`src/logic/emu_ctrl_pkg.sv`:
```
package emu_ctrl_pkg;

	////////////////////////////////////////////////////////////////////////////
	// controller phases
	////////////////////////////////////////////////////////////////////////////

	// idle until boot_up, table load during boot, then wait for start
	typedef enum logic [1:0] {
		phase_idle  = 2'd0,
		phase_boot  = 2'd1,   // delay table loading
		phase_ready = 2'd2,   // loaded, waiting on start
		phase_run   = 2'd3    // samples flowing
	} ctrl_phase_t;

	////////////////////////////////////////////////////////////////////////////
	// scenario control
	////////////////////////////////////////////////////////////////////////////

	// a tap never reads the word being written this cycle
	localparam int unsigned min_tap_offset = 1;

endpackage

```
`src/logic/emu_cfg_pkg.sv`:
```
package emu_cfg_pkg;

	////////////////////////////////////////////////////////////////////////////
	// datapath sizing
	////////////////////////////////////////////////////////////////////////////

	localparam int n_obj = 4;          // object taps per tile
	localparam int iq_width = 16;      // one rail, I or Q
	localparam int sample_width = 2 * iq_width;   // packed complex word

	// ring memory
	localparam int sample_addr_width = 8;
	localparam int ring_depth = 1 << sample_addr_width;   // 256 words

	// table and scenario widths
	localparam int delay_width = 14;   // path delay in samples
	localparam int obj_id_width = 2;   // log2 of n_obj
	localparam int scen_len_width = 13;

	////////////////////////////////////////////////////////////////////////////
	// vector types
	////////////////////////////////////////////////////////////////////////////

	// complex sample, I in the upper half, Q in the lower
	typedef logic [sample_width-1:0] sample_t;

	// ring address, wraps modulo ring_depth
	typedef logic [sample_addr_width-1:0] sample_addr_t;

	typedef logic [delay_width-1:0] delay_t;       // per-object path delay
	typedef logic [obj_id_width-1:0] obj_id_t;     // object index into tables

	// samples per scenario period
	typedef logic [scen_len_width-1:0] scen_len_t;

endpackage
```
`src/logic/delay_table.sv`:
```
`timescale 1ns/1ps

module delay_table (
	input  logic                          CLK,
	input  logic                          rst_n,
	input  emu_ctrl_pkg::ctrl_phase_t     phase,
	input  logic                          input_valid,    // boot entry strobe
	input  logic                          scen_valid,     // scenario update strobe
	input  logic                          table_update,   // commit request
	input  logic                          scen_boundary,
	input  emu_cfg_pkg::delay_t           delay_matrix_element,
	input  emu_cfg_pkg::obj_id_t          obj_id_element,
	output emu_cfg_pkg::delay_t           active_delay_0,
	output emu_cfg_pkg::delay_t           active_delay_1,
	output emu_cfg_pkg::delay_t           active_delay_2,
	output emu_cfg_pkg::delay_t           active_delay_3,
	output logic [emu_cfg_pkg::n_obj-1:0] active_loaded
);

	// tables
	emu_cfg_pkg::delay_t active_tab [emu_cfg_pkg::n_obj];   // drives the taps
	emu_cfg_pkg::delay_t shadow_tab [emu_cfg_pkg::n_obj];   // collects updates

	logic [emu_cfg_pkg::n_obj-1:0] loaded;
	logic pending;    // commit waiting for a boundary
	logic boot_wr;
	logic scen_wr;
	logic commit;

	////////////////////////////////////////////////////////////////////////////
	// write routing
	////////////////////////////////////////////////////////////////////////////

	// boot entries land in both tables
	assign boot_wr = input_valid && (phase == emu_ctrl_pkg::phase_boot);

	// scenario updates only touch the shadow copy
	assign scen_wr = scen_valid && (phase == emu_ctrl_pkg::phase_run);

	// swap only on a period edge so taps stay fixed within a period
	assign commit = scen_boundary && pending;

	always_ff @(posedge CLK) begin
		if (commit) begin
			for (int k = 0; k < emu_cfg_pkg::n_obj; k++) begin
				active_tab[k] <= shadow_tab[k];   // whole table at once
			end
		end else if (boot_wr) begin
			active_tab[obj_id_element] <= delay_matrix_element;
		end

		if (boot_wr || scen_wr) begin
			shadow_tab[obj_id_element] <= delay_matrix_element;
		end
	end

	////////////////////////////////////////////////////////////////////////////
	// loaded flags and pending commit
	////////////////////////////////////////////////////////////////////////////

	always_ff @(posedge CLK) begin
		if (!rst_n) begin
			loaded  <= '0;
			pending <= 1'b0;
		end else begin
			if (boot_wr) begin
				loaded[obj_id_element] <= 1'b1;   // object now has a tap
			end

			// a fresh request wins over the clear
			if (table_update) begin
				pending <= 1'b1;
			end else if (commit) begin
				pending <= 1'b0;
			end
		end
	end

	// outputs
	assign active_delay_0 = active_tab[0];
	assign active_delay_1 = active_tab[1];
	assign active_delay_2 = active_tab[2];
	assign active_delay_3 = active_tab[3];
	assign active_loaded  = loaded;

endmodule

```
`config.mk`:
```
export PLATFORM = sky130hd
export DESIGN_NAME = delay_table
export DESIGN_NICKNAME = d
export VERILOG_FILES = /design/src/logic/emu_ctrl_pkg.sv /design/src/logic/emu_cfg_pkg.sv /design/src/logic/delay_table.sv
export SDC_FILE = /design/constraint.sdc
export NUM_CORES = 1
export LEC_CHECK = 0
export BUFFER_PORTS_ARGS = -buffer_cell sky130_fd_sc_hd__buf_2
export CAP_MARGIN = 20
export CORE_AREA = 2 2 84 118
export CTS_CLUSTER_DIAMETER = 30
export DETAILED_ROUTE_END_ITERATION = 7
export DIE_AREA = 0 0 86 120
export GPL_TIMING_DRIVEN = 0
export PLACE_DENSITY_LB_ADDON = 0.3
export RECOVER_POWER = 100
export REMOVE_ABC_BUFFERS = 1
export SETUP_SLACK_MARGIN = 0.1
export SLEW_MARGIN = 20
export SYNTH_ARGS = -nofsm -noshare
export SYNTH_HDL_FRONTEND = slang
export SYNTH_SLANG_ARGS = --single-unit
```
`constraint.sdc`:
```
create_clock -name CLK -period 1.95 [get_ports CLK]
set_clock_uncertainty 0.1 [all_clocks]
set_input_delay 0.195 -clock CLK [delete_from_list [all_inputs] [get_ports CLK]]
set_output_delay 0.195 -clock CLK [all_outputs]
set_load 0.005 [all_outputs]
```
Word level (Yosys, flattened, before mapping)

Memory sizes are Yosys's and may differ from the RTL's.
Index checks and enable logic that the tools add are counted.

$lt $le $gt $ge: 2
Equality and inequality tests: 2
Mux-type cells: 14
Bitwise operators: 1
Reductions and logical operators: 7

Operators by type and width:

| operator           | number |
|---|---|
| $mux 14            | 1 |
| $reduce_or 14->1   | 1 |
| $mux 1             | 11 |
| $logic_and 1x1->1  | 4 |
| $or 4x4->4         | 1 |
| $lt 2x3->1 const B | 1 |
| $demux 1 s2        | 1 |
| $eq 2x1->1 const B | 1 |
| $eq 2x2->1 const B | 1 |
| $ge 2x1->1 const B | 1 |
| $mux 2             | 1 |
| $reduce_bool 2->1  | 1 |
| $logic_or 1x1->1   | 1 |

Register bits after elaboration: 5
Memory bits (writable): 112
Input port bits: 24
Output and inout port bits: 60
Logic and storage cells: 30
Memories kept: 2

Memory list:

| memory     | words | bits a word | read ports | clocked after Yosys merged registers in | wr ports | line              | text |
|---|---|---|---|---|---|---|---|
| active_tab | 4     | 14          | 4          | 0                                       | 4        | delay_table.sv:21 | `emu_cfg_pkg::delay_t active_tab [emu_cfg_pkg::n_obj];` |
| shadow_tab | 4     | 14          | 4          | 0                                       | 1        | delay_table.sv:22 | `emu_cfg_pkg::delay_t shadow_tab [emu_cfg_pkg::n_obj];` |

Longest topological paths before layout

Depth in word-level cells: 7
Depth in mapped cells: 5
Depth with buffers taken out: 3

Worst setup path after synthesis

OpenSTA, ideal clock, no wires.

Kind: input to register
From: in phase[1]
To: mem shadow_tab[0][0] (netlist name) (enable)
Data arrival time: 1486 ps
Data required time: 1447 ps
Setup slack: -39 ps
Stages: 3
Buffers on the path: 0
Cells stage by stage: mux2_2 > nand2_1 > nor3_1

Cells in the longest elaborated chain, start to end: 5

Ends and longest elaborated chain:

| what                                            | line                                 | text |
|---|---|---|
| start, declared                                 | delay_table.sv:6                     | `input emu_ctrl_pkg::ctrl_phase_t phase,` |
| $eq 2x1->1 / $eq 2x2->1 (equally long branches) | delay_table.sv:35, delay_table.sv:38 |  |
| $logic_and 1x1->1 (on tied branches)            | delay_table.sv:35, delay_table.sv:38 |  |
| $logic_or 1x1->1 *                              | delay_table.sv:52                    | `if (boot_wr \|\| scen_wr) begin` |
| $mux 1 *                                        | delay_table.sv:52                    |  |
| $mux 1 (implied by the code) *                  | delay_table.sv:53                    | `shadow_tab[obj_id_element] <= delay_matrix_element;` |
| end, declared                                   | delay_table.sv:22                    |  |

Mark *: on every way between the ends. The rest lies on a longest branch, timed or not.

==> flow_metrics.env <==
export IMPL_via_count=2258
export IMPL_syn_inst=211
export IMPL_worst_pin_slew_ns=1.086
export IMPL_grt_max_degree=17
export IMPL_crit_type="register to register"
export IMPL_vdd_drop_max_mv=0.6724
export IMPL_power_frac_clock_pct=44.5
export IMPL_dpl_hpwl_mm=5.160
export IMPL_fin_hold_ws_ns=0.1001
export IMPL_rsz0062_at_grt="no"
export IMPL_yosysTopAreaCell="edfxtp_1"
export IMPL_synth_warnings=0
export IMPL_clk_latency_ns=0.40
export IMPL_diodes=0
export IMPL_r2r_slack_ns=0.20
export IMPL_mostFrequentLayoutCell="edfxtp_1"
export IMPL_timing_fmax_mhz=571.4
export IMPL_min_to="shadow_tab[2][3]"
export IMPL_startpoint_type="register"
export IMPL_worstHoldPathCells=1
export IMPL_crit_required_ns=2.00
export IMPL_min_from="delay_matrix_element[3]"
export IMPL_switchingPower_uw=1122
export IMPL_cp_arrival_ns=1.80
export IMPL_relSlewSlack_pct=26.84
export IMPL_maxSlewViolCount=0
export IMPL_cts_buffers=17
export IMPL_hp_class="input pin to register"
export IMPL_worstReg2RegStart="pending"
export IMPL_netlist_area_mm2=0.004433
export IMPL_die_x_um=86
export IMPL_gr_total_overflow=0
export IMPL_grt_first_pass_wirelength_mm=12.13
export IMPL_cts_tree="yes"
export IMPL_power_frac_comb_pct=4.6
export IMPL_nets=349
export IMPL_cts_buffer_depth=2
export IMPL_drv_cap=0
export IMPL_core_mm2=0.009301
export IMPL_grt_pass1_vias=2318
export IMPL_fin_crit_ns=1.750
export IMPL_pre_cts_ws_ns=-0.1614
export IMPL_place_congestion=0.7026
export IMPL_detail_route_first_pass_iterations=4
export IMPL_clock_sinks=117
export IMPL_synth_top_area_share_pct=75.87
export IMPL_route_detailed_drc=0
export IMPL_final_cell_mix="edfxtp_1 (112), buf_2 (50), clkbuf_1 (39)"
export IMPL_design_area_mm2=0.005472
export IMPL_p_leak_uw=0.001939
export IMPL_rr_worst_depth=3
export IMPL_syn_area_per_cell_um2=21.01
export IMPL_swShare_pct=19.78
export IMPL_start_util_pct=47.66
export IMPL_stdcell_count=448
export IMPL_hold_violations=0
export IMPL_dp_cells=402
export IMPL_synthTopCellsByArea="edfxtp_1 (76%), mux2_2 (9.4%), mux2_4 (6.8%)"
export IMPL_timing_final_ws_setup_ns=0.2000
export IMPL_antenna_left=0
export IMPL_htreeDepth=4
export IMPL_period_share_pct=89.74
export IMPL_end_kind="register"
export IMPL_clk_pin_slew_ns=0.05
export IMPL_wl_per_cell_um=17.75
export IMPL_antenna_found_initial=0
export IMPL_status="finished clean"
export IMPL_area_delta_synth_final_pct=23.43
export IMPL_ioPinCount=84
export IMPL_place_area_mm2=0.004982
export IMPL_port_buffers=83
export IMPL_rows=42
export IMPL_synth_seq_cells=117
export IMPL_dieArea_mm2=0.01032
export IMPL_cts_setup_buffers=0
export IMPL_die_height_um=120
export IMPL_worstReg2RegEnd="active_tab[3][10]"
export IMPL_vias_per_cell=5.040
export IMPL_grtUsageTotal_pct=16.42
export IMPL_wirelength_mm=7.953
export IMPL_post_synth_num_cell_types=19
export IMPL_seqPwrFrac_pct=50.9
export IMPL_seq_area_frac_synth_pct=78.13
export IMPL_cp_max_fo=14
export IMPL_cts_root_buf="clkbuf_16"
export IMPL_internal_power_uw=4549
export IMPL_drt_iter0_markers=119
export IMPL_setup_violations_final=0
export IMPL_drive_gt1_share_pct=34.91
export IMPL_p_per_area_mw_per_mm2=1036
-- through the flow --
step | TNS (ns) | utilization, % | power, uW
floorplan | -0.5451 | - | 3052
global placement | -53.61 | 52.82 | 3183
detailed placement | -6.149 | 53.56 | 3207
CTS | 0 | 60.41 | 5759
global route | 0 | 58.82 | 5858
finish | 0 | 58.82 | 5670
-- worst max-delay path, cell delays in order (launching register included) --
cell and delay, ns:
dfxtp_1 0.33, nand2_2 0.13, nand2_1 0.52, mux2_2 0.41
-- layer usage --
metal,vias to the layer above,wire length (um),track usage (%)
li1,1059,-,-
met1,1107,3268,18.96
met2,72,4049,26.99
met3,20,400,4.814
met4,0,233,9.226
met5,-,0,0
-- cell families after synthesis --
kind of cell	Yosys count	share of synthesized area [%]
buffers and inverters	6	1.637
muxes	57	16.17
and+or+nand+nor	23	2.935
DFF	117	78.13
AOI/OAI and AO/OA	8	1.129
-- worst max-delay path by stage --
| stage | from | endpoint | slack (ns) |
|---|---|---|---|
| after floorplan | phase[1] | shadow_tab[0][0] | -0.04 |
| after global placement | phase[1] | shadow_tab[0][7] | -0.90 |
| after detailed placement | scen_boundary | active_tab[0][7] | -0.16 |
| after CTS | pending | active_tab[2][8] | 0.09 |
| after global routing | pending | active_tab[2][11] | 0.12 |
| final | pending | active_tab[3][10] | 0.20 |
-- power by group through the flow --
stage | sequential (uW) | combinational [uW] | clock [uW]
global route | 2890 | 290 | 2680
finish | 2890 | 262 | 2520
detailed placement | 2930 | 273 | 0
CTS | 2890 | 298 | 2570
floorplan | 2940 | 115 | 0
global placement | 2930 | 249 | 0
-- registers in the layout, indices dropped and copies added, names as in the netlist --
signal         flops
active_tab        56
shadow_tab        56
active_loaded      4
pending            1
-- final cells by class --
cell class	count	area (um^2)
well taps	110	137.6
multi-input cells	88	847.1
fillers	746	3830
repair buffers	101	539.3
clock inverters	10	40.04
clock buffers	22	444.2
flip-flops and latches	117	3463
-- synthesized netlist by cell type --
| master | n |
|---|---|
| o21a_1 | 4 |
| or3b_1 | 2 |
| buf_2 | 2 |
| mux2_2 | 37 |
| a21oi_1 | 1 |
| mux2_4 | 20 |
| buf_6 | 2 |
| edfxtp_1 | 112 |
| nor3_1 | 1 |
| nand3b_4 | 1 |
| buf_12 | 2 |
| nand2b_1 | 2 |
| nor2_1 | 7 |
| nand3_1 | 1 |
| and3b_1 | 1 |
| nand2_1 | 6 |
| o21ai_0 | 3 |
| nor2b_1 | 2 |
| dfxtp_1 | 5 |
-- repair_timing --
| action | in CTS | in global routing |
|---|---|---|
| endpoints found under the setup margin | 56 | 42 |
| cloned | 0 | 0 |
| hold endpoints to repair | 47 | 0 |
| gates resized for setup | 6 | 1 |
| hold buffers | 14 | 0 |
Note: power is estimated with default switching activity, not from simulation.
