--- src/logic/emu_ctrl_pkg.sv ---
package emu_ctrl_pkg;

	////////////////////////////////////////////////////////////////////////////
	// controller phases
	////////////////////////////////////////////////////////////////////////////

	// idle until boot_up, table load during boot, then wait for start
	typedef enum logic [1:0] {
		phase_idle  = 2'd0,
		phase_boot  = 2'd1,   // delay table loading
		phase_ready = 2'd2,   // loaded, waiting on start
		phase_run   = 2'd3    // samples flowing
	} ctrl_phase_t;

	////////////////////////////////////////////////////////////////////////////
	// scenario control
	////////////////////////////////////////////////////////////////////////////

	// a tap never reads the word being written this cycle
	localparam int unsigned min_tap_offset = 1;

endpackage

--- src/logic/emu_cfg_pkg.sv ---
package emu_cfg_pkg;

	////////////////////////////////////////////////////////////////////////////
	// datapath sizing
	////////////////////////////////////////////////////////////////////////////

	localparam int n_obj = 4;          // object taps per tile
	localparam int iq_width = 16;      // one rail, I or Q
	localparam int sample_width = 2 * iq_width;   // packed complex word

	// ring memory
	localparam int sample_addr_width = 8;
	localparam int ring_depth = 1 << sample_addr_width;   // 256 words

	// table and scenario widths
	localparam int delay_width = 14;   // path delay in samples
	localparam int obj_id_width = 2;   // log2 of n_obj
	localparam int scen_len_width = 13;

	////////////////////////////////////////////////////////////////////////////
	// vector types
	////////////////////////////////////////////////////////////////////////////

	// complex sample, I in the upper half, Q in the lower
	typedef logic [sample_width-1:0] sample_t;

	// ring address, wraps modulo ring_depth
	typedef logic [sample_addr_width-1:0] sample_addr_t;

	typedef logic [delay_width-1:0] delay_t;       // per-object path delay
	typedef logic [obj_id_width-1:0] obj_id_t;     // object index into tables

	// samples per scenario period
	typedef logic [scen_len_width-1:0] scen_len_t;

endpackage
--- src/logic/local_ctrl_fsm.sv ---
`timescale 1ns/1ps

module local_ctrl_fsm (
	input  logic                      CLK,
	input  logic                      rst_n,
	input  logic                      boot_up,       // level, boot window
	input  logic                      start,         // pulse, begins run
	input  logic                      data_valid,
	input  emu_cfg_pkg::scen_len_t    scenario_len,
	output emu_ctrl_pkg::ctrl_phase_t phase,
	output logic                      run_active,
	output logic                      scen_boundary
);

	emu_ctrl_pkg::ctrl_phase_t phase_nxt;
	emu_cfg_pkg::scen_len_t scen_cnt;   // position within period
	logic accept;                       // sample taken this cycle
	logic last_cnt;

	////////////////////////////////////////////////////////////////////////////
	// phase sequencing
	////////////////////////////////////////////////////////////////////////////

	always_comb begin
		phase_nxt = phase;   // hold by default
		case (phase)
			emu_ctrl_pkg::phase_idle: begin
				if (boot_up) begin
					phase_nxt = emu_ctrl_pkg::phase_boot;
				end
			end
			emu_ctrl_pkg::phase_boot: begin
				// boot ends when the level drops
				if (!boot_up) begin
					phase_nxt = emu_ctrl_pkg::phase_ready;
				end
			end
			emu_ctrl_pkg::phase_ready: begin
				if (start) begin
					phase_nxt = emu_ctrl_pkg::phase_run;
				end
			end
			emu_ctrl_pkg::phase_run: begin
				phase_nxt = emu_ctrl_pkg::phase_run;   // stays until reset
			end
			default: begin
				phase_nxt = emu_ctrl_pkg::phase_idle;
			end
		endcase
	end

	always_ff @(posedge CLK) begin
		if (!rst_n) begin
			phase      <= emu_ctrl_pkg::phase_idle;
			run_active <= 1'b0;
		end else begin
			phase      <= phase_nxt;
			run_active <= (phase_nxt == emu_ctrl_pkg::phase_run);   // tracks run phase
		end
	end

	////////////////////////////////////////////////////////////////////////////
	// scenario period counter
	////////////////////////////////////////////////////////////////////////////

	assign accept   = run_active && data_valid;
	assign last_cnt = (scen_cnt == scenario_len - emu_cfg_pkg::scen_len_t'(1));

	// same-cycle pulse on the last accepted sample of a period
	assign scen_boundary = accept && last_cnt;

	always_ff @(posedge CLK) begin
		if (!rst_n) begin
			scen_cnt <= '0;
		end else if (accept) begin
			if (last_cnt) begin
				scen_cnt <= '0;   // wrap into next period
			end else begin
				scen_cnt <= scen_cnt + emu_cfg_pkg::scen_len_t'(1);
			end
		end
	end

endmodule

--- config.mk ---
export PLATFORM = sky130hd
export DESIGN_NAME = local_ctrl_fsm
export DESIGN_NICKNAME = d
export VERILOG_FILES = /design/src/logic/emu_ctrl_pkg.sv /design/src/logic/emu_cfg_pkg.sv /design/src/logic/local_ctrl_fsm.sv
export SDC_FILE = /design/constraint.sdc
export NUM_CORES = 1
export LEC_CHECK = 0
export ABC_AREA = 1
export BUFFER_PORTS_ARGS = -buffer_cell sky130_fd_sc_hd__buf_2
export CORE_MARGIN = 8
export CORE_UTILIZATION = 61
export DETAILED_ROUTE_END_ITERATION = 10
export PLACE_DENSITY = 0.85
export SLEW_MARGIN = 20
export SYNTH_ARGS = -nofsm -noshare
export SYNTH_HDL_FRONTEND = slang
export SYNTH_SLANG_ARGS = --single-unit
--- constraint.sdc ---
create_clock -name CLK -period 5.8 [get_ports CLK]
set_input_delay 1.45 -clock CLK [delete_from_list [all_inputs] [get_ports CLK]]
set_output_delay 1.45 -clock CLK [all_outputs]
set_load 0.01 [all_outputs]
# --- After elaboration in Yosys (flattened, before gate mapping) ---
# Index checks and enable logic that the tools add are counted.
totals:
  regBits: 16
  inputBits: 18
  out_inout_bits: 4
  word_cells: 18
classes:
  add_sub_neg: 2
  n_eq_ne: 5
  n_mux: 5
  reduce_logical: 3
op_table:
  columns: ["op", "count"]
  rows:
  - ["13-bit by 1-bit adder with 13-bit output, second input constant", 1]
  - ["13-bit equality test", 1]
  - ["13-bit 2-to-1 mux", 1]
  - ["13-bit by 1-bit subtractor with 13-bit output, second input constant", 1]
  - ["2-bit one-hot mux with 4 select lines", 1]
  - ["2-bit equality test, second input constant", 3]
  - ["2-bit 2-to-1 mux", 3]
  - ["2-bit by 1-bit equality test with 1-bit output, second input constant", 1]
  - ["1-bit logical AND", 2]
  - ["2-bit zero test", 1]

# --- Depth between registers and ports, before layout ---
# Gate-level depths: netlist of run 1.
logic_depth:
  depth_word: 3
  mapped_depth: 14
  ltp_nobuf: 14

# --- Worst setup path before layout of run 1 ---
# Ideal clock, no wire load.
synth_path:
  kind: "input port to output port"
  from: "input port scenario_len[0]"
  to: "output port scen_boundary"
  arrival_ns: 2.599
  required_time_ns: 4.350
  slack_ns: 1.751
  stages: 13
  path_buffers: 0
  cell_sequence: "inv_2 > ha_1 > nand2_1 > inv_1 > nor2_1 > nand2_1 > nor2_1 > nand2_1 > nor2_1 > nand2_1 > nor2_2 > nand4_2 > inv_1"
synth_between:
  elab_chain_len: 3
synth_lines:
  columns: ["item", "line", "source"]
  rows:
  - ["from (decl)", "local_ctrl_fsm.sv:9", "input emu_cfg_pkg::scen_len_t scenario_len,"]
  - ["13-bit by 1-bit subtractor with 13-bit output", "local_ctrl_fsm.sv:67", "assign last_cnt = (scen_cnt == scenario_len - emu_cfg_pkg::scen_len_t'(1));"]
  - ["13-bit equality test", "local_ctrl_fsm.sv:67", null]
  - ["1-bit logical AND", "local_ctrl_fsm.sv:70", "assign scen_boundary = accept && last_cnt;"]
  - ["to (decl)", "local_ctrl_fsm.sv:12", "output logic scen_boundary"]
# No other way between the ends.

# --- Worst setup path in the final report of run 1 ---
# Same ends and word-level chain as after synthesis.

==> run summary, run 1 <==
After the flow finishes, the layout carries non-filler instances totaling 287. Together, buffers and inverters on the worst path number 5. The worst-case IR drop observed on VDD is 0.184 mV. The DRC violation total after the first TritonRoute iteration was 86.

The floorplan core area is 2230 um2, and the total via count after detailed routing is 1393. The area share of xor/xnor cells in the synthesized design came out at 0.107. In the final layout, the multi-input gates occupy 983 um2.

The logic gate share of total power came out at 0.184. By area, the combinational part of the netlist is dominated by simple AND/OR/NAND/NOR gates. In this run the tool buffered the top-level ports with 21 buffer cells. After detailed placement, the total cell area comes to 1600 um2. Based on the critical path, the design can be clocked at up to 0.226 GHz. The first global-routing pass estimated 5370 um of wire. The layout has 198 filler cells. The largest driver fanout on the critical path was 4; the footprint of the flip-flops and latches was 320 um2.

The worst setup path is captured at an output pin. The run gives 1640 um2 as the final design area excluding fillers. The number of remaining DRC errors was 0. Setup slack on the critical path of the routed design comes to 1.38 ns. The logs give 0.152 for the global-route usage over all layers and 280 for the post-layout net count. The total standard cell area after synthesis is 1460 um2, and the post-route fraction of the period consumed by the critical path is 0.761. The chip height is 65.0 um, and the remaining global-route overflow is 0. Setup repair after global routing left no endpoint under its margin. In the routed layout, each cell is associated on average with a via count of 4.85.

The tools report the effective utilization at floorplan as 0.655. Total chip power: 0.229 mW. The share of the synthesized area in compound gates (AO/OA/AOI/OAI) is 0.0299, and the unique cell type count in the Yosys netlist is 31.

For the net switching power, the log shows 0.0629 mW. The site row count is 17, and the required time of the critical path is 4.35 ns. TritonCTS built the clock tree. The synthesized-area fraction occupied by adder cells is 0.0171, and the placer congestion estimate is 0.831. The most repeated library cell on the critical path was sky130_fd_sc_hd__nand2_1. The run finished with clean final reports. At the pin with the least slew margin, the transition time is 0.311 ns.

For the static power due to leakage, the log shows 0.880 nW. The number of buffers added by the clock tree synthesis step was 3; the initial antenna violation count was 0. The count of final hold-check violations came out at 0.

By instance count, the leading cell after synthesis is sky130_fd_sc_hd__nand2_1. Summed over all instances, the cell type with the most area after synthesis is sky130_fd_sc_hd__dfxtp_1. The switching part of the total was 0.275; the max-cap violation count was 0.

The quantity of hold-fixing buffers added after cts is 0, and the final critical path time including I/O delays and setup is 4.42 ns. The most used flip-flop cell after synthesis is sky130_fd_sc_hd__dfxtp_1. Share of power burned in registers: 0.492. The cell family contributing the most delay on the critical path is simple AND/OR/NAND/NOR gates. The commonest cells after synthesis are 71 x sky130_fd_sc_hd__nand2_1, 35 x sky130_fd_sc_hd__inv_1, 30 x sky130_fd_sc_hd__nor2_1.

The tightest min-delay check is of the reg -> reg type. The count of warnings emitted by yosys was 0; the final antenna diode count was 0. Setup violations remaining at the end of the flow were counted as 0.

Post-synthesis sequential area ratio: 0.219. The run gives 0 as the total count of max-transition violations in the final report. After legalization and detailed placement, the total HPWL measured 2470 um.

Clock tree synthesis selected as its root buffer the cell sky130_fd_sc_hd__clkbuf_4. The mux cell area share after synthesis was 0; the worst hold slack after final layout was 0.532 ns. The tools report the detailed-routing iteration count for the pre-antenna-repair pass as 4.

The share of layout cells above drive strength 1 works out to 0.220. For the data arrival time of the worst path, the log shows 2.97 ns. The logs give 0 for the remaining antenna violation count and 0.732 for the final cell utilization of the core.

The fraction of synthesized cell area taken by the top area cell type is 0.219. Entering global routing, the biggest net connects 12 pins. The signal on the critical path passes through buf_2 > inv_2 > ha_1 > nand2_1 > inv_1 > nor2_1 > nand2_1 > nor2_1 > nand2_1 > nor2_1 > nand2_1 > nor2_2 > nand4_2 > inv_1 > buf_2.

The number of gates resized after CTS was 0. For the internal power consumption, the log shows 0.166 mW. The clock arrives with 0.0112 ns of skew. The power per cell area works out to 140 nW/um2. The maximum single-stage delay on the critical path is 0.30 ns, and the post-synthesis net count is 255. The area of the die is 4220 um2, and the clock tree buffer depth is 2. The clock drives 16 sinks.

The detail-routed net length per standard cell is 10.4 um. The share of flip-flops with an asynchronous set or reset is 0. Total length of routed wires: 2970 um. The CTS H-tree depth was 1. In the post-synthesis netlist, the biggest area contributors are sky130_fd_sc_hd__dfxtp_1 22%, sky130_fd_sc_hd__nand2_1 18%, sky130_fd_sc_hd__inv_1 9.0%. Kind of critical path: in -> out. In this run, synthesis inferred 0 flip-flops with an integrated enable. The mean post-synth cell area was 6.22 um2.

The synthesized design contains 16 register bits. The power share of the clock group is 0.324. The area growth from synthesis to layout is 11.8%. The total negative slack was 0 ns; the tightest slew margin relative to the limit was 0.792. The worst setup path is launched from an input port. The minimum setup slack after placement was 1.37 ns; the number of instances in the synthesized netlist was 235.

The share of synthesized cell area in and, or, nand and nor gates is 0.518. In this run the post-CTS setup repair buffer count came out at 0. The via count of the first global-routing pass was 1305; the clock transition time at the flip-flop clock pins of the worst setup and hold paths was 0.10 ns.

The largest individual stage delay along the critical path comes from the cell sky130_fd_sc_hd__ha_1. Counting tap cells, the placed design contains a total of 283 instances. For the latest clock arrival within the worst-skew pair, the log shows 0.29 ns. 22 I/O pins were placed. From left edge to right edge, the die measures 65.0 um.
[metal layers]
layer,vias up,GRT usage,wire (um)
li1,759,-,-
met1,593,0.189,1410
met2,36,0.250,1390
met3,5,0.0292,137
met4,0,0.0654,40
met5,-,0,0
[power by group through the flow]
stage	Combinational, mW	Clock, mW	Sequential (mW)
floorplan	0.0271	0	0.115
global placement	0.0416	0	0.115
detailed placement	0.0422	0	0.115
CTS	0.0424	0.0754	0.112
global route	0.0479	0.0782	0.113
finish	0.0422	0.0741	0.112
[registers in the layout, summed over array words and instances, names as in the netlist]
register    count
phase           2
scen_cnt       13
run_active      1
[worst register-to-register path: cells and delay by family, from the launching register on]
kind	cells	cell delay (ns)
xor gates and xnor gates	1	0.15
adders and majority gates	1	0.21
buffers and inverters	1	0.03
DFF	1	0.42
and+or+nand+nor	7	0.72
[final timing paths]
kind                   startpoint       endpoint  slack [ns]  cells after the start
setup / recovery  scenario_len[0]  scen_boundary        1.38                     15
setup reg to reg      scen_cnt[0]   scen_cnt[12]        4.16                     10
hold / removal           phase[0]       phase[0]        0.53                      2
hold reg to reg          phase[0]       phase[0]        0.53                      2
[layout by cell type, fill, tap and decap left out, types with 2 or more instances in the layout]
master	synthesis	routed
sky130_fd_sc_hd__nor2_4	3	3
sky130_fd_sc_hd__xnor2_1	5	5
sky130_fd_sc_hd__clkbuf_4	0	3
sky130_fd_sc_hd__nand3b_1	3	3
sky130_fd_sc_hd__nor2_1	30	30
sky130_fd_sc_hd__nand2_2	4	4
sky130_fd_sc_hd__inv_2	5	5
sky130_fd_sc_hd__nor3b_1	3	3
sky130_fd_sc_hd__xor2_1	11	11
sky130_fd_sc_hd__nand3_1	16	16
sky130_fd_sc_hd__o21ai_1	2	2
sky130_fd_sc_hd__ha_1	2	2
sky130_fd_sc_hd__nand3_4	2	2
sky130_fd_sc_hd__nand3_2	2	2
sky130_fd_sc_hd__inv_1	35	35
sky130_fd_sc_hd__dfxtp_1	16	16
sky130_fd_sc_hd__nand2_1	71	71
sky130_fd_sc_hd__nor2_2	8	8
sky130_fd_sc_hd__buf_2	0	21
sky130_fd_sc_hd__a21oi_1	4	4
[logic make-up (layout without fill, tap and decap cells)]
group | Yosys count | after routing
fa+ha+maj | 2 | 2
compound gates | 8 | 8
flops | 16 | 16
xor+xnor | 17 | 17
simple gates | 150 | 150
buf+inv | 42 | 66
[area by class of cell]
class,count,share of cell area
multi-input combinational,177,0.601
sequential,16,0.196
inverter,41,0.0949
timing repair buffer,21,0.0643
clock buffer,4,0.0222
tap,28,0.0214
Note: power is estimated with default switching activity, not from simulation.
==> run 2, diff against run 1 <==
--- a/config.mk
+++ b/config.mk
@@ -8,9 +8,9 @@
 export ABC_AREA = 1
 export BUFFER_PORTS_ARGS = -buffer_cell sky130_fd_sc_hd__buf_2
 export CORE_MARGIN = 8
-export CORE_UTILIZATION = 61
+export CORE_UTILIZATION = 57
 export DETAILED_ROUTE_END_ITERATION = 10
-export PLACE_DENSITY = 0.85
+export PLACE_DENSITY = 0.8
 export SLEW_MARGIN = 20
 export SYNTH_ARGS = -nofsm -noshare
 export SYNTH_HDL_FRONTEND = slang
==> constraint.sdc (replaced) <==
create_clock -name CLK -period 4.45 [get_ports CLK]
set_input_delay 1.1125 -clock CLK [delete_from_list [all_inputs] [get_ports CLK]]
set_output_delay 1.1125 -clock CLK [all_outputs]
set_load 0.01 [all_outputs]
==> run summary, run 2 (synthesis gave the netlist of run 1 again) <==
For the worst-case setup margin in the final layout, the log shows 0.743 ns. The number of buffers inserted to repair setup after CTS came out at 0. The total overflow left after global routing is 0. Leaving out fill and tap cells, the most frequent cell in the layout is sky130_fd_sc_hd__nand2_1. The run gives 0 as the initial antenna violation count.

The finished cells cover 1620 um2. The tools report the final clock skew as 0.00365 ns. The count of buffers inserted at the top-level ports was 21; the number of remaining DRC errors was 0. Max-cap violations in this run came to 0.

The effective utilization at floorplan came out at 0.596. Root cell of the clock tree: sky130_fd_sc_hd__clkbuf_4. Relative to the synthesized area, the layout overhead comes to 11.0%.

The detail-routed net length per standard cell was 10.3 um; the DRC violation total after the first TritonRoute iteration was 103. Clock transition time at the flip-flop clock pins of the worst setup and hold paths: 0.09 ns. The first global-routing pass estimated 5040 um of wire.

Worst-case reg-to-reg path depth: 10. The filler cells instantiated in the layout total 246. The element type at the critical path end is an output pin.

For this design, the CTS-stage hold fixing added 0 buffers. The hold path depth came out at 2. The endpoint with the worst hold slack was phase[0].

Entering global routing, the biggest net connects 12 pins. The total via count after detailed routing is 1389. At the worst endpoint, the arrival time is 2.59 ns. In the final layout, the registers with the most flip-flops are scen_cnt: 13 flops, phase: 2 flops, run_active: 1 flops. The total count of max-transition violations in the final report is 0.

Chip height: 66.7 um. The tools report the CTS H-tree depth as 1. Hold timing on the final database bottoms out at a slack of 0.533 ns. In the layout the commonest cells are 71 x sky130_fd_sc_hd__nand2_1, 35 x sky130_fd_sc_hd__inv_1, 30 x sky130_fd_sc_hd__nor2_1. The static power due to leakage is 0.873 nW, and the total placed instance area is 1600 um2. TritonCTS built the clock tree. The source of the worst hold timing path is phase[0].

The number of flip-flops in the largest register is 13. The later pin in the worst-skew pair is clocked with a latency of 0.28 ns. After legalization and detailed placement, the total HPWL measured 2510 um. The detail route stage leaves a number of antenna-violating nets equal to 0.

For the worst setup path, the data required time is 3.34 ns. Row generation in the floorplan step produced 18 rows. Dividing total power by cell area gives a power density of 171 nW/um2.

The run gives 2980 um as the total length of routed wires. Before CTS, the worst setup slack after placement is 0.723 ns. Across the VDD grid, the largest voltage drop is 0.149 mV.

The global-route usage over all layers came out at 0.141. Beginning of the worst register-to-register path: scen_cnt[0]. The run finished with clean final reports. Along the worst path, the maximum fanout reaches 4. The first TritonRoute pass finished after 4 iterations.

The tools report the number of buffers added by the clock tree synthesis step as 3. The clock net in this run drives a total of 16 sinks. In this run the register-to-register setup slack is 2.81 ns. The number of gates resized after CTS was 0. The die extent in x is 66.7 um, and the area of the die is 4440 um2. The share of layout cells above drive strength 1 works out to 0.217. The worst setup path is of the in -> out kind. The transition at the pin with the smallest max-transition slack came out at 0.321 ns. The total negative slack was 0 ns; the count of final hold-check violations was 0. The endpoint identified for the worst register-to-register timing path is scen_cnt[10].

The post-layout net count is 280, and the footprint of the flip-flops and latches is 320 um2. The fmax is 0.270 GHz. Using the TritonRoute via totals, the vias-per-cell ratio works out to 4.82.

The tightest slew margin relative to the limit was 0.786. For the count of boundary I/O pins, the log shows 22. At the end of routability-driven placement, the weighted congestion stood at 0.843. The post-route fraction of the period consumed by the critical path was 0.833; the clock tree buffer depth was 2. The startpoint type of the worst setup path is an input port. The repair_antennas step left the layout with diodes totalling 0. Summing internal, switching and leakage power gives 0.277 mW. Setup violations remaining at the end of the flow were counted as 0. Setup repair after global routing left no endpoint under its margin.

The via count of the first global-routing pass is 1217, and the floorplan core area is 2450 um2. The tools report the footprint of the multi-input gates as 983 um2. Register containing the most flip-flops in the final layout: scen_cnt. Class of the tightest hold or removal check: reg -> reg. The smallest clock period supported by the final layout is computed as 3.71 ns.
==> run 2: cell count changes in the layout (fill, tap and decap cells not counted), sizes merged <==
cell    previous run  this run
clkbuf             4         3
==> run 2: area by class of cell <==
| type | count | share of cell area |
|---|---|---|
| multi-input cells | 177 | 0.606 |
| clock buffers | 3 | 0.0139 |
| inverters | 41 | 0.0955 |
| flip-flops and latches | 16 | 0.197 |
| well taps | 30 | 0.0231 |
| repair buffers | 21 | 0.0647 |
==> run 2: report_power, final <==
part / internal [mW] / leakage, nW / total (mW) / switching (mW)
Combinational: 0.0213 / 0.729 / 0.0548 / 0.0335
Clock: 0.0314 / 0.0138 / 0.0757 / 0.0443
Sequential: 0.145 / 0.129 / 0.147 / 0.00166
==> run 2: worst max-delay path: stages <==
cell,delay [ns]
sky130_fd_sc_hd__buf_2,0.11
sky130_fd_sc_hd__inv_2,0.05
sky130_fd_sc_hd__ha_1,0.30
sky130_fd_sc_hd__nand2_1,0.08
sky130_fd_sc_hd__inv_1,0.03
sky130_fd_sc_hd__nor2_1,0.08
sky130_fd_sc_hd__nand2_1,0.05
sky130_fd_sc_hd__nor2_1,0.09
sky130_fd_sc_hd__nand2_1,0.05
sky130_fd_sc_hd__nor2_1,0.13
sky130_fd_sc_hd__nand2_1,0.08
sky130_fd_sc_hd__nor2_2,0.11
sky130_fd_sc_hd__nand4_2,0.13
sky130_fd_sc_hd__inv_1,0.08
sky130_fd_sc_hd__buf_2,0.12
==> run 2: layer usage <==
metal | up-vias | GRT usage | share of wire
met4 | 0 | 0.0560 | 0.010
met2 | 17 | 0.237 | 0.48
met5 | - | 0 | 0
met1 | 610 | 0.175 | 0.48
li1 | 758 | - | -
met3 | 4 | 0.0218 | 0.028
==> run 2: how the worst max path moves through the flow <==
| stage | startpoint | end |
|---|---|---|
| 2_1_floorplan | scenario_len[0] | scen_boundary |
| 3_3_place_gp | scenario_len[0] | scen_boundary |
| 3_5_place_dp | scenario_len[0] | scen_boundary |
| 4_1_cts | scenario_len[0] | scen_boundary |
| 5_1_grt | scenario_len[0] | scen_boundary |
| 6_report | scenario_len[0] | scen_boundary |
==> run 2: through the flow <==
step / std cells / util
2_1_floorplan: 235 / -
3_3_place_gp: 285 / 0.652
3_5_place_dp: 285 / 0.652
4_1_cts: 288 / 0.662
5_1_grt: 288 / 0.662
6_report: 288 / 0.662
