`src/logic/emu_ctrl_pkg.sv`:
```
package emu_ctrl_pkg;

	////////////////////////////////////////////////////////////////////////////
	// controller phases
	////////////////////////////////////////////////////////////////////////////

	// idle until boot_up, table load during boot, then wait for start
	typedef enum logic [1:0] {
		phase_idle  = 2'd0,
		phase_boot  = 2'd1,   // delay table loading
		phase_ready = 2'd2,   // loaded, waiting on start
		phase_run   = 2'd3    // samples flowing
	} ctrl_phase_t;

	////////////////////////////////////////////////////////////////////////////
	// scenario control
	////////////////////////////////////////////////////////////////////////////

	// a tap never reads the word being written this cycle
	localparam int unsigned min_tap_offset = 1;

endpackage

```
`src/logic/emu_cfg_pkg.sv`:
```
package emu_cfg_pkg;

	////////////////////////////////////////////////////////////////////////////
	// datapath sizing
	////////////////////////////////////////////////////////////////////////////

	localparam int n_obj = 4;          // object taps per tile
	localparam int iq_width = 16;      // one rail, I or Q
	localparam int sample_width = 2 * iq_width;   // packed complex word

	// ring memory
	localparam int sample_addr_width = 8;
	localparam int ring_depth = 1 << sample_addr_width;   // 256 words

	// table and scenario widths
	localparam int delay_width = 14;   // path delay in samples
	localparam int obj_id_width = 2;   // log2 of n_obj
	localparam int scen_len_width = 13;

	////////////////////////////////////////////////////////////////////////////
	// vector types
	////////////////////////////////////////////////////////////////////////////

	// complex sample, I in the upper half, Q in the lower
	typedef logic [sample_width-1:0] sample_t;

	// ring address, wraps modulo ring_depth
	typedef logic [sample_addr_width-1:0] sample_addr_t;

	typedef logic [delay_width-1:0] delay_t;       // per-object path delay
	typedef logic [obj_id_width-1:0] obj_id_t;     // object index into tables

	// samples per scenario period
	typedef logic [scen_len_width-1:0] scen_len_t;

endpackage
```
`src/logic/tap_addr_gen.sv`:
```
`timescale 1ns/1ps

module tap_addr_gen (
	input  emu_cfg_pkg::sample_addr_t wr_ptr,
	input  emu_cfg_pkg::delay_t       hardware_latency,
	input  emu_cfg_pkg::delay_t       active_delay_0,
	input  emu_cfg_pkg::delay_t       active_delay_1,
	input  emu_cfg_pkg::delay_t       active_delay_2,
	input  emu_cfg_pkg::delay_t       active_delay_3,
	output emu_cfg_pkg::sample_addr_t rd_addr_0,
	output emu_cfg_pkg::sample_addr_t rd_addr_1,
	output emu_cfg_pkg::sample_addr_t rd_addr_2,
	output emu_cfg_pkg::sample_addr_t rd_addr_3,
	output emu_cfg_pkg::sample_addr_t tap_offset_0,
	output emu_cfg_pkg::sample_addr_t tap_offset_1,
	output emu_cfg_pkg::sample_addr_t tap_offset_2,
	output emu_cfg_pkg::sample_addr_t tap_offset_3
);

	////////////////////////////////////////////////////////////////////////////
	// offset = delay - latency, truncated and clamped
	////////////////////////////////////////////////////////////////////////////

	function automatic emu_cfg_pkg::sample_addr_t calc_offset(
		input emu_cfg_pkg::delay_t dly,
		input emu_cfg_pkg::delay_t lat
	);
		emu_cfg_pkg::delay_t diff;
		emu_cfg_pkg::sample_addr_t ofs;
		emu_cfg_pkg::sample_addr_t ofs_min;

		ofs_min = emu_cfg_pkg::sample_addr_t'(emu_ctrl_pkg::min_tap_offset);
		diff = dly - lat;
		ofs = emu_cfg_pkg::sample_addr_t'(diff);   // keep ring-sized low bits

		// delay at or under latency, or a multiple of 256, falls to the floor
		if ((dly <= lat) || (ofs < ofs_min)) begin
			ofs = ofs_min;
		end
		return ofs;
	endfunction

	// per-object offsets
	assign tap_offset_0 = calc_offset(active_delay_0, hardware_latency);
	assign tap_offset_1 = calc_offset(active_delay_1, hardware_latency);
	assign tap_offset_2 = calc_offset(active_delay_2, hardware_latency);
	assign tap_offset_3 = calc_offset(active_delay_3, hardware_latency);

	////////////////////////////////////////////////////////////////////////////
	// read addresses behind the write pointer
	////////////////////////////////////////////////////////////////////////////

	assign rd_addr_0 = wr_ptr - tap_offset_0;   // modulo 256
	assign rd_addr_1 = wr_ptr - tap_offset_1;
	assign rd_addr_2 = wr_ptr - tap_offset_2;
	assign rd_addr_3 = wr_ptr - tap_offset_3;

endmodule

```
`config.mk`:
```
export PLATFORM = sky130hd
export DESIGN_NAME = tap_addr_gen
export DESIGN_NICKNAME = d
export VERILOG_FILES = /design/src/logic/emu_ctrl_pkg.sv /design/src/logic/emu_cfg_pkg.sv /design/src/logic/tap_addr_gen.sv
export SDC_FILE = /design/constraint.sdc
export NUM_CORES = 1
export LEC_CHECK = 0
export ABC_AREA = 1
export BUFFER_PORTS_ARGS = -buffer_cell sky130_fd_sc_hd__buf_2
export CORE_MARGIN = 4
export CORE_UTILIZATION = 58
export DETAILED_ROUTE_END_ITERATION = 10
export GPL_TIMING_DRIVEN = 0
export PLACE_DENSITY = 0.91
export SETUP_SLACK_MARGIN = 0.5
export SLEW_MARGIN = 20
export SYNTH_ARGS = -nofsm -noshare
export SYNTH_HDL_FRONTEND = slang
export SYNTH_SLANG_ARGS = --single-unit
```
`constraint.sdc`:
```
create_clock -name vclk -period 12.81
set_input_delay 2.562 -clock vclk [all_inputs]
set_output_delay 2.562 -clock vclk [all_outputs]
set_load 0.02 [all_outputs]
```
-- Word-level counts from Yosys, hierarchy flattened
Index checks and enable logic that the tools add are counted.
- register bits after elaboration: 0
- input port bits: 78
- output and inout port bits: 64
- $add $sub $neg: 8
- order comparisons: 8
- muxes and demuxes: 4
- reductions and logical operators: 4
- operator list (kind ; number):
    8-bit subtractor ; 8
    14-bit <= comparator ; 4
    8-bit by 1-bit < comparator with 1-bit output (second input constant) ; 4
    8-bit two-way mux ; 4
    1-bit logical OR ; 4

-- Depth between registers and ports, before layout
Gate-level depths: netlist of the first run.
- word-level depth: 5
- depth in mapped cells: 23

-- Least setup slack after synthesis of the first run
No wires, ideal clock.
- path type: input -> output
- start point: input hardware_latency[1]
- end point: output rd_addr_0[6]
- data arrival time: 5.605 ns
- data required time: 10.248 ns
- path slack: 4.643 ns
- cell stages on the path: 17
- buffers on the path: 0
- cells stage by stage: inv_1 > fa_1 > nand3_1 > nand3_2 > nand2_2 > nand3_4 > nand2_1 > nand2_1 > nand3_4 > nand3_1 > ha_1 > fa_1 > o21ai_0 > a21oi_1 > nor2_1 > nor2_1 > xnor2_1
- longest elaborated chain between the ends: 5
- elaborated cells between the ends (all ways): 6
- classes of those cells: 2 x add/sub; 2 x order compare; 1 x mux; 1 x reduce/logical
- RTL lines (item ; line ; source):
    start, declared ; tap_addr_gen.sv:5 ; input emu_cfg_pkg::delay_t hardware_latency,
    8-bit subtractor ; tap_addr_gen.sv:33 ; diff = dly - lat;
    8-bit by 1-bit < comparator with 1-bit output ; tap_addr_gen.sv:37 ; if ((dly <= lat) || (ofs < ofs_min)) begin
    1-bit logical OR (*) ; tap_addr_gen.sv:37 ;
    8-bit two-way mux (*) ; tap_addr_gen.sv:37 ;
    net tap_offset_0[0] ; tap_addr_gen.sv:14 ; output emu_cfg_pkg::sample_addr_t tap_offset_0,
    8-bit subtractor (*) ; tap_addr_gen.sv:53 ; assign rd_addr_0 = wr_ptr - tap_offset_0;
    end, declared ; tap_addr_gen.sv:10 ; output emu_cfg_pkg::sample_addr_t rd_addr_0,
The timed path passes the listed nets; every way through them passes the cells marked *.

-- Final worst setup path of the first run
- start point: input hardware_latency[0]
- end point: output rd_addr_0[6]
- longest elaborated chain between the ends: 5
- elaborated cells between the ends (all ways): 6
- classes of those cells: 2 x add/sub; 2 x order compare; 1 x mux; 1 x reduce/logical
- RTL lines (item ; line):
    8-bit subtractor ; tap_addr_gen.sv:33
    8-bit by 1-bit < comparator with 1-bit output ; tap_addr_gen.sv:37
    1-bit logical OR ; tap_addr_gen.sv:37
    8-bit two-way mux (*) ; tap_addr_gen.sv:37
    8-bit subtractor (*) ; tap_addr_gen.sv:53
Mark *: on every way between the ends. The rest lies on a longest branch, timed or not.

==> summary.md, run 1 <==
| Metric | Value |
|---|---|
| Status | finished, final reports clean |
| Reg power frac | 0% |
| IO Count | 142 |
| Synth unique cells | 31 |
| Num sequential | 0 |
| RSZ-0062 raised after global routing | false |
| Largest net degree at the start of global routing | 10 |
| Psw | 0.2383 mW |
| Post-synthesis sequential area ratio | 0% |
| CP endpoint kind | output pin |
| Hold path startpoint | wr_ptr[6] |
| Multi-input logic area | 0.003556 mm^2 |
| DRC | 0 |
| FF+latch area | 0 um^2 |
| Setup Total Neg Slack | 0 ns |
| Comb pwr share | 100.0% |
| Synthesized cell area | 0.004045 mm^2 |
| Initial antenna violation count | 1 |
| Final wirelength | 12.05 mm |
| Rows | 30 |
| Syn. warnings | 0 |
| CP required | 10.25 ns |
| Fin crit period | 8.390 ns |
| Endpoints failing setup | 0 |
| DR vias/cell | 5.243 |
| Setup slack after layout | 4.420 ns |
| VDD IR max | 0.00005664 V |
| Syn Nets | ~850 |
| Antenna Violating Nets Remaining | 0 |
| DR vias | 4,824 |
| Port buffer count | ~140 |
| Fin area | 0.004876 mm^2 |
| Worst setup path start | hardware_latency[0] |
| HP Class | in -> out |
| Synth area leaders | ha_1 26%, nand2_1 17%, inv_1 11%, nand3_1 7.4%, a21oi_1 5.6% |
| GRT Overall Usage | 27.37% |
| Critical-path maximum fanout | 8 |
| # resized after CTS | 0 |
| Layout cells sized above 1 | ~23% |
| Number of global-route vias before repair | about 4,500 |
| Clk network pwr share | 0% |
| Hold path cells | 4 |
| Diode count | 0 |
| Hold WS | between 5 and 6 ns |
| Period Utilization, post-route | around two thirds |
| Hold buffers post-CTS | 0 |
| Leak Pwr | 2.992 nW |
| Critical Path AT | between 5 and 6 ns |
| Clock buf count | 0 |
| GR Overflow Total | 0 |
| Worst Tran Pin Value | 0.5001 ns |
| Place WS | 4.443 ns |
| Most frequent cell after synthesis | nand2_1 |
| Setup crit start kind | primary input |
| DIE AREA | 0.008374 mm^2 |
| Final Hold Vio Count | 0 |
| Nets | 996 |
| P_int | 0.1330 mW |
| F_max | about 120 MHz |
| Placed cell areas | a little under 0.005 mm^2 |
| Critical path class | in -> out |
| Area grow syn2layout | 20.54% |
| Hold Path End | rd_addr_1[6] |
| Cell area power density | 76.15 mW/mm^2 |
| Core ar. | 0.006794 mm^2 |
| HPWL after DPL | 10.89 mm |
| First-pass GRT wire length | between 15 and 20 mm |
| DR WL/cell | between 10 and 15 um |
| Post-CTS setup repair buffer count | 0 |
| Cells after Synth | 682 |
| Fillers | 639 |
| Yosys top cell area share | 25.98% |
| Synth area leader | ha_1 |
| DRT Pass-1 Iters | 4 |
| Die W | 91.51 um |
| Sw Ratio | 64.17% |
| 1st-iter DRT viols | a little under 200 |
| Synth top cells by count | 186 x nand2_1, 116 x inv_1, 84 x ha_1, 60 x nand3_1, 51 x nor2_1 |
| Average cell area after synthesis | 5.931 um^2 |
| Max Cap Viol | 0 |
| Gp weighted congestion | 0.9303 |
| Die Span Y | 91.51 um |
| Pins over their slew limit | 0 |
| Initial Util | 59.54% |
| Relative slew slack | about two thirds |
layer usage:
metal	up-vias	global-route usage [%]	part of all wire [%]
met1	2155	33.23	43
li1	2504	-	-
met5	-	0	0.11
met3	20	1.657	4.8
met2	143	51.86	50
met4	2	6.407	2.1
worst max-delay path, stage by stage:
cell and delay [ns]:
buf_2 0.16, ha_1 0.17, inv_1 0.09, fa_1 0.42, nand3_1 0.13, nand3_2 0.09, nand2_2 0.10, nand3_4 0.08
nand2_1 0.06, nand2_1 0.14, nand3_4 0.18, nand3_1 0.12, ha_1 0.25, fa_1 0.41, o21ai_0 0.30, a21oi_1 0.11
nor2_1 0.11, nor2_1 0.06, xnor2_1 0.11, buf_2 0.18
layout make-up:
type	count	area share [%]
inverters	127	9.802
multi-input cells	554	72.93
plain buffers	1	0.2309
well taps	96	2.463
repair buffers	142	14.58
worst max path at each step:
stage | to | slack [ns] | cells after the start
floorplan | rd_addr_0[6] | 4.64 | 17
CTS | rd_addr_0[6] | 4.43 | 20
global placement | rd_addr_0[6] | 4.53 | 20
global route | rd_addr_3[6] | 4.13 | 19
finish | rd_addr_0[6] | 4.42 | 20
detailed placement | rd_addr_0[6] | 4.44 | 20
power groups by stage:
stage                     registers (mW)  clock network (mW)  logic, mW
after floorplan                        0                   0      0.264
after global placement                 0                   0      0.360
after detailed placement               0                   0      0.369
after CTS                              0                   0      0.371
after global routing                   0                   0      0.411
final                                  0                   0      0.371
placed cells by master (no fill, tap or decap):
cell | synthesis | final
nand2_1 | 186 | 186
buf_2 | 0 | 142
inv_1 | 116 | 116
ha_1 | 84 | 84
nand3_1 | 60 | 60
nor2_1 | 51 | 51
a21oi_1 | 45 | 45
nand4_1 | 16 | 16
xor2_1 | 15 | 15
o21ai_0 | 15 | 15
nand3b_1 | 13 | 13
nor2_2 | 9 | 9
nand2_2 | 8 | 8
xnor2_1 | 8 | 8
fa_1 | 8 | 8
inv_2 | 7 | 7
nand3_2 | 6 | 6
nand2_4 | 5 | 5
nor3_1 | 4 | 4
a21o_1 | 4 | 4
nand3_4 | 3 | 3
clkinv_1 | 3 | 3
o21a_1 | 3 | 3
a21oi_2 | 2 | 2
nor3_2 | 2 | 2
a21oi_4 | 2 | 2
nand2b_1 | 2 | 2
o21bai_1 | 1 | 1
nor2_4 | 1 | 1
and2_1 | 1 | 1
buf_6 | 1 | 1
clkinv_2 | 1 | 1
per-stage QoR:
stage | util [%] | power [mW] | cells
3_3_place_gp | 71.77 | 0.3603 | 920
2_1_floorplan | - | 0.2641 | 682
3_5_place_dp | 71.77 | 0.3694 | 920
6_report | 71.77 | 0.3713 | 920
5_1_grt | 71.77 | 0.4107 | 920
4_1_cts | 71.77 | 0.3706 | 920
logic make-up (layout without fill, tap and decap cells):
kind of cell | after synthesis | in the layout | share of synthesized area [%]
simple gates | 367 | 367 | 42.84
buf+inv | 128 | 270 | 12.09
fa+ha+maj | 92 | 92 | 29.94
compound gates | 72 | 72 | 10.15
xor+xnor | 23 | 23 | 4.980
Power figures use the tool's default switching activity.
==> run 2, diff against run 1 <==
--- a/config.mk
+++ b/config.mk
@@ -8,10 +8,10 @@
 export ABC_AREA = 1
 export BUFFER_PORTS_ARGS = -buffer_cell sky130_fd_sc_hd__buf_2
 export CORE_MARGIN = 4
-export CORE_UTILIZATION = 58
+export CORE_UTILIZATION = 49
 export DETAILED_ROUTE_END_ITERATION = 10
 export GPL_TIMING_DRIVEN = 0
-export PLACE_DENSITY = 0.91
+export PLACE_DENSITY = 0.82
 export SETUP_SLACK_MARGIN = 0.5
 export SLEW_MARGIN = 20
 export SYNTH_ARGS = -nofsm -noshare
==> constraint.sdc (replaced) <==
create_clock -name vclk -period 7.5
set_input_delay 1.5 -clock vclk [all_inputs]
set_output_delay 1.5 -clock vclk [all_outputs]
set_load 0.02 [all_outputs]
==> summary.md, run 2 (synthesis results as in run 1) <==
| Metric | Value |
|---|---|
| Post-CTS setup repair buffer count | 0 |
| F_max | around 160 MHz |
| DRC | 0 |
| GRT Overall Usage | 24.09% |
| HP Class | in -> out |
| Critical path class | in -> out |
| Psw | 0.4088 mW |
| Leak Pwr | 2.992 nW |
| Gp weighted congestion | between 0.9 and 1 |
| DR vias/cell | 5.229 |
| Comb pwr share | 100.0% |
| Number of global-route vias before repair | 4,645 |
| Finished Core Util | 61.91% |
| Fin crit period | 6.235 ns |
| Clock buf count | 0 |
| Layout cells sized above 1 | 22.94% |
| Num sequential | 0 |
| Status | finished, final reports clean |
| Initial Util | 51.28% |
| Relative slew slack | ~71% |
| DR vias | 4,842 |
| Cell area power density | 130.2 mW/mm^2 |
| Multi-input logic area | 0.003556 mm^2 |
| Clk network pwr share | 0% |
| Period Utilization, post-route | approximately 83% |
| Final Hold Vio Count | 0 |
| Endpoints failing setup | 0 |
| Pins over their slew limit | 0 |
| CP required | 6.00 ns |
| 1st-iter DRT viols | between 150 and 200 |
| First-pass GRT wire length | ~20 mm |
| RSZ-0062 raised after global routing | false |
| Crit-path cells | buf_2 > ha_1 > inv_1 > fa_1 > nand3_1 > nand3_2 > nand2_2 > nand3_4 > nand2_1 > nand2_1 > nand3_4 > nand3_1 > ha_1 > fa_1 > o21ai_0 > a21oi_1 > nor2_1 > nor2_1 > xnor2_1 > buf_2 |
| Critical Path AT | 4.74 ns |
| Critical-path maximum fanout | 8 |
| DR WL/cell | 13.29 um |
| Setup Total Neg Slack | 0 ns |
| Place WS | approximately 1.3 ns |
| CP endpoint kind | output pin |
| Commonest non-fill, non-tap cell in the layout | nand2_1 |
| Largest net degree at the start of global routing | 10 |
| IO Count | 142 |
| Worst Tran Pin Value | 0.4365 ns |
| Fillers | 774 |
| Nets | 996 |
| Die W | between 90 and 100 um |
| Port buffer count | between 100 and 150 |
| Pwr Total | approximately 0.64 mW |
| Hold WS | 3.571 ns |
| Sw Ratio | 64.29% |
| FF+latch area | 0 um^2 |
| Core ar. | 0.007888 mm^2 |
| CP max-delay cell | fa_1 |
| Initial antenna violation count | 0 |
| Reg power frac | 0% |
| P_int | 0.2271 mW |
| Die Span Y | 98.86 um |
| Final wirelength | 12.30 mm |
| Rows | 32 |
| Commonest non-fill, non-tap cells in the layout | 186 x nand2_1, 142 x buf_2, 116 x inv_1 |
| Max Cap Viol | 0 |
| DIE AREA | between 0.009 and 0.01 mm^2 |
| DRT Pass-1 Iters | 4 |
| Setup slack after layout | 1.265 ns |
| Antenna Violating Nets Remaining | 0 |
| Hold buffers post-CTS | 0 |
| Diode count | 0 |
| Setup crit start kind | primary input |
| HPWL after DPL | 11.07 mm |
| Area grow syn2layout | 20.72% |
| VDD IR max | 0.0001061 V |
| CP peak stage delay | 0.40 ns |
| # resized after CTS | 0 |
| GR Overflow Total | 0 |
==> run 2: cell counts in the layout (fill, tap and decap cells not counted) <==
No cell type changed its count.
==> run 2: critical path: cells and delay by family <==
family,cells,cell delay [ns]
xor gates and xnor gates,1,0.12
adders and majority gates,4,1.22
buffers and inverters,3,0.42
AOI/OAI and AO/OA,2,0.40
and+or+nand+nor,10,1.07
==> run 2: path summary, 6_finish.rpt <==
path / startpoint / end / slack (ns) / depth (start not counted)
hold / removal: active_delay_3[0] / tap_offset_3[0] / 3.57 / 5
setup / recovery: hardware_latency[0] / rd_addr_0[6] / 1.26 / 20
==> run 2: final cells by class <==
cell class,count,area share (%)
multi-input combinational,554,72.82
inverter,127,9.787
buffer,1,0.2306
tap,102,2.613
timing repair buffer,142,14.55
==> run 2: routing by layer <==
layer	vias up	GRT usage, %	share of wire [%]
li1	2501	-	-
met3	16	1.628	4.7
met2	152	45.92	50
met5	-	0	0
met1	2173	29.54	44
met4	0	4.412	1.8
==> run 2: power by group through the flow <==
stage / clock network, mW / registers [mW] / logic [mW]
2_1_floorplan: 0 / 0 / 0.451
3_3_place_gp: 0 / 0 / 0.616
3_5_place_dp: 0 / 0 / 0.632
4_1_cts: 0 / 0 / 0.635
5_1_grt: 0 / 0 / 0.708
6_report: 0 / 0 / 0.636
==> run 2: per-stage QoR <==
step / cells / instance area [um^2]
floorplan: 682 / 4045
global placement: 926 / 4883
detailed placement: 926 / 4883
CTS: 926 / 4883
global route: 926 / 4883
finish: 926 / 4883
==> run 3, diff against run 2 <==
--- a/config.mk
+++ b/config.mk
@@ -5,13 +5,13 @@
 export SDC_FILE = /design/constraint.sdc
 export NUM_CORES = 1
 export LEC_CHECK = 0
-export ABC_AREA = 1
+export ABC_AREA = 0
 export BUFFER_PORTS_ARGS = -buffer_cell sky130_fd_sc_hd__buf_2
 export CORE_MARGIN = 4
-export CORE_UTILIZATION = 49
+export CORE_UTILIZATION = 52
 export DETAILED_ROUTE_END_ITERATION = 10
 export GPL_TIMING_DRIVEN = 0
-export PLACE_DENSITY = 0.82
+export PLACE_DENSITY = 0.86
 export SETUP_SLACK_MARGIN = 0.5
 export SLEW_MARGIN = 20
 export SYNTH_ARGS = -nofsm -noshare
==> constraint.sdc (replaced) <==
create_clock -name vclk -period 6.13
set_input_delay 1.226 -clock vclk [all_inputs]
set_output_delay 1.226 -clock vclk [all_outputs]
set_load 0.02 [all_outputs]
==> summary.md, run 3 <==
| Metric | Value |
|---|---|
| Worst Tran Pin Value | 0.6602 ns |
| Post-synthesis sequential area ratio | 0% |
| Synth area leaders | ha_1 31%, xnor2_1 7.5%, inv_1 6.4%, a21oi_1 5.3%, fa_1 4.7% |
| DR vias | around 4,200 |
| Leak Pwr | approximately 2.7 nW |
| Setup Total Neg Slack | 0 ns |
| Setup crit start kind | primary input |
| CP endpoint kind | output pin |
| Number of global-route vias before repair | roughly 4,000 |
| Critical-path maximum fanout | 5 |
| DIE AREA | 0.007861 mm^2 |
| Max Cap Viol | 0 |
| Commonest non-fill, non-tap cell in the layout | buf_2 |
| HP Class | in -> out |
| CP required | a little under 5 ns |
| Die Span Y | 88.66 um |
| VDD IR max | 0.0001682 V |
| RSZ-0062 raised after global routing | true |
| Die W | slightly below 90 um |
| Met2 GRT Util | 49.53% |
| Gp weighted congestion | 0.9241 |
| Relative slew slack | 55.99% |
| Diode count | 0 |
| Largest net degree at the start of global routing | 9 |
| First-pass GRT wire length | 17.33 mm |
| Initial Util | 53.28% |
| Crit path capture | rd_addr_3[6] |
| Core ar. | 0.006350 mm^2 |
| Busiest layer in global routing | met2 |
| Initial antenna violation count | 0 |
| Hold buffers post-CTS | 0 |
| Average cell area after synthesis | 7.518 um^2 |
| IO Count | 142 |
| F_max | approximately 170 MHz |
| Layout cells sized above 1 | 44.94% |
| Yosys top cell area share | 31.07% |
| FF+latch area | 0 um^2 |
| Synth area leader | ha_1 |
| Num sequential | 0 |
| Synth top cells by count | 84 x ha_1, 58 x inv_1, 36 x a21oi_1, 29 x xnor2_1, 26 x nand2_1 |
| Rows | 29 |
| DRC | 0 |
| Most frequent cell after synthesis | ha_1 |
| Final wirelength | 12.30 mm |
| GRT Overall Usage | 26.98% |
| DR WL/cell | roughly 17 um |
| Syn. warnings | 0 |
| Port buffer count | 142 |
| Cell area power density | 180.6 mW/mm^2 |
| Cells after Synth | 450 |
| Syn Nets | 620 |
| DRT Pass-1 Iters | 5 |
| Nets | approximately 800 |
| Synth unique cells | 55 |
| Place WS | -0.08970 ns |
| Period Utilization, post-route | 96.38% |
| Clock buf count | 0 |
| Critical Path AT | 4.68 ns |
| GR Overflow Total | 0 |
| Endpoints failing setup | 0 |
| Met1 usage | ~33% |
| Hold WS | 2.980 ns |
| Area grow syn2layout | 51.11% |
| Fin crit period | 5.908 ns |
| M3 GR Usage | 2.048% |
| 1st-iter DRT viols | 231 |
| Worst setup path start | hardware_latency[1] |
| Commonest non-fill, non-tap cells in the layout | 127 x buf_2, 72 x ha_1, 48 x inv_1 |
| Synthesized cell area | 0.003383 mm^2 |
| HPWL after DPL | 9.283 mm |
| Setup slack after layout | 0.2218 ns |
| Final Hold Vio Count | 0 |
| Pins over their slew limit | 0 |
| Critical path class | in -> out |
| Antenna Violating Nets Remaining | 0 |
| Status | finished, final reports clean |
| DR vias/cell | slightly below 6 |
-- run 3: timing repair --
action / CTS / global route
buffers inserted: 26 / 14
gates resized for setup: 77 / 38
endpoints found under the hold margin: 0 / 0
setup endpoints to repair: 19 / 18
pin swaps: 43 / 26
-- run 3: critical path: stages --
cell,delay (ns)
buf_6,0.07
clkinvlp_4,0.14
buf_6,0.16
fa_2,0.37
a211oi_2,0.29
nor2_2,0.12
o31ai_2,0.24
xnor2_1,0.21
o311ai_4,0.36
ha_2,0.26
fa_2,0.22
nor2b_1,0.05
o21ai_1,0.16
nand2b_1,0.10
a21o_1,0.18
a21oi_2,0.20
xnor2_2,0.14
buf_4,0.17
-- run 3: stage by stage --
step | power [mW] | util (%) | cell area [um^2] | instances
6_report | 0.9233 | 80.51 | 5112 | 709
5_1_grt | 0.9911 | 80.51 | 5112 | 709
4_1_cts | 0.8341 | 75.65 | 4803 | 695
3_5_place_dp | 0.7482 | 68.26 | 4334 | 669
3_3_place_gp | 0.7261 | 68.26 | 4334 | 669
2_1_floorplan | 0.5353 | - | 3527 | 450
-- run 3: where the power goes --
group          switching, mW  internal, mW  leakage (nW)
combinational          0.516         0.407          2.66
clock                      0             0             0
sequential                 0             0             0
-- run 3: final cells by class --
type | instances | area, um^2
multi-input cells | 390 | 3701
fillers | 409 | 1237
repair buffers | 182 | 1085
inverters | 58 | 221.5
well taps | 77 | 96.34
plain buffers | 2 | 8.758
-- run 3: cells by family (layout without fill, tap and decap cells) --
logic type                 after synthesis  in the layout  synth area share [%]
and+or+nand+nor                        138            138                 22.08
AOI/OAI and AO/OA                      115            115                 22.82
adders and majority gates               92             92                 35.80
buffers and inverters                   60            242                 6.694
xor gates and xnor gates                43             43                 12.02
muxes                                    2              2                0.5917
-- run 3: per-layer routing --
metal	vias up	routed length (um)
li1	2002	-
met1	1929	4986
met2	220	6210
met3	32	821
met4	0	283
met5	-	0
-- run 3: worst min path at each step --
stage / startpoint / end / slack (ns) / cells after the start
final: wr_ptr[7] / rd_addr_1[7] / 2.98 / 4
after CTS: wr_ptr[7] / rd_addr_1[7] / 2.98 / 4
after global routing: wr_ptr[7] / rd_addr_1[7] / 2.99 / 4
after floorplan: wr_ptr[7] / rd_addr_3[7] / 2.70 / 2
after global placement: wr_ptr[7] / rd_addr_1[7] / 2.98 / 4
after detailed placement: wr_ptr[7] / rd_addr_1[7] / 2.97 / 4
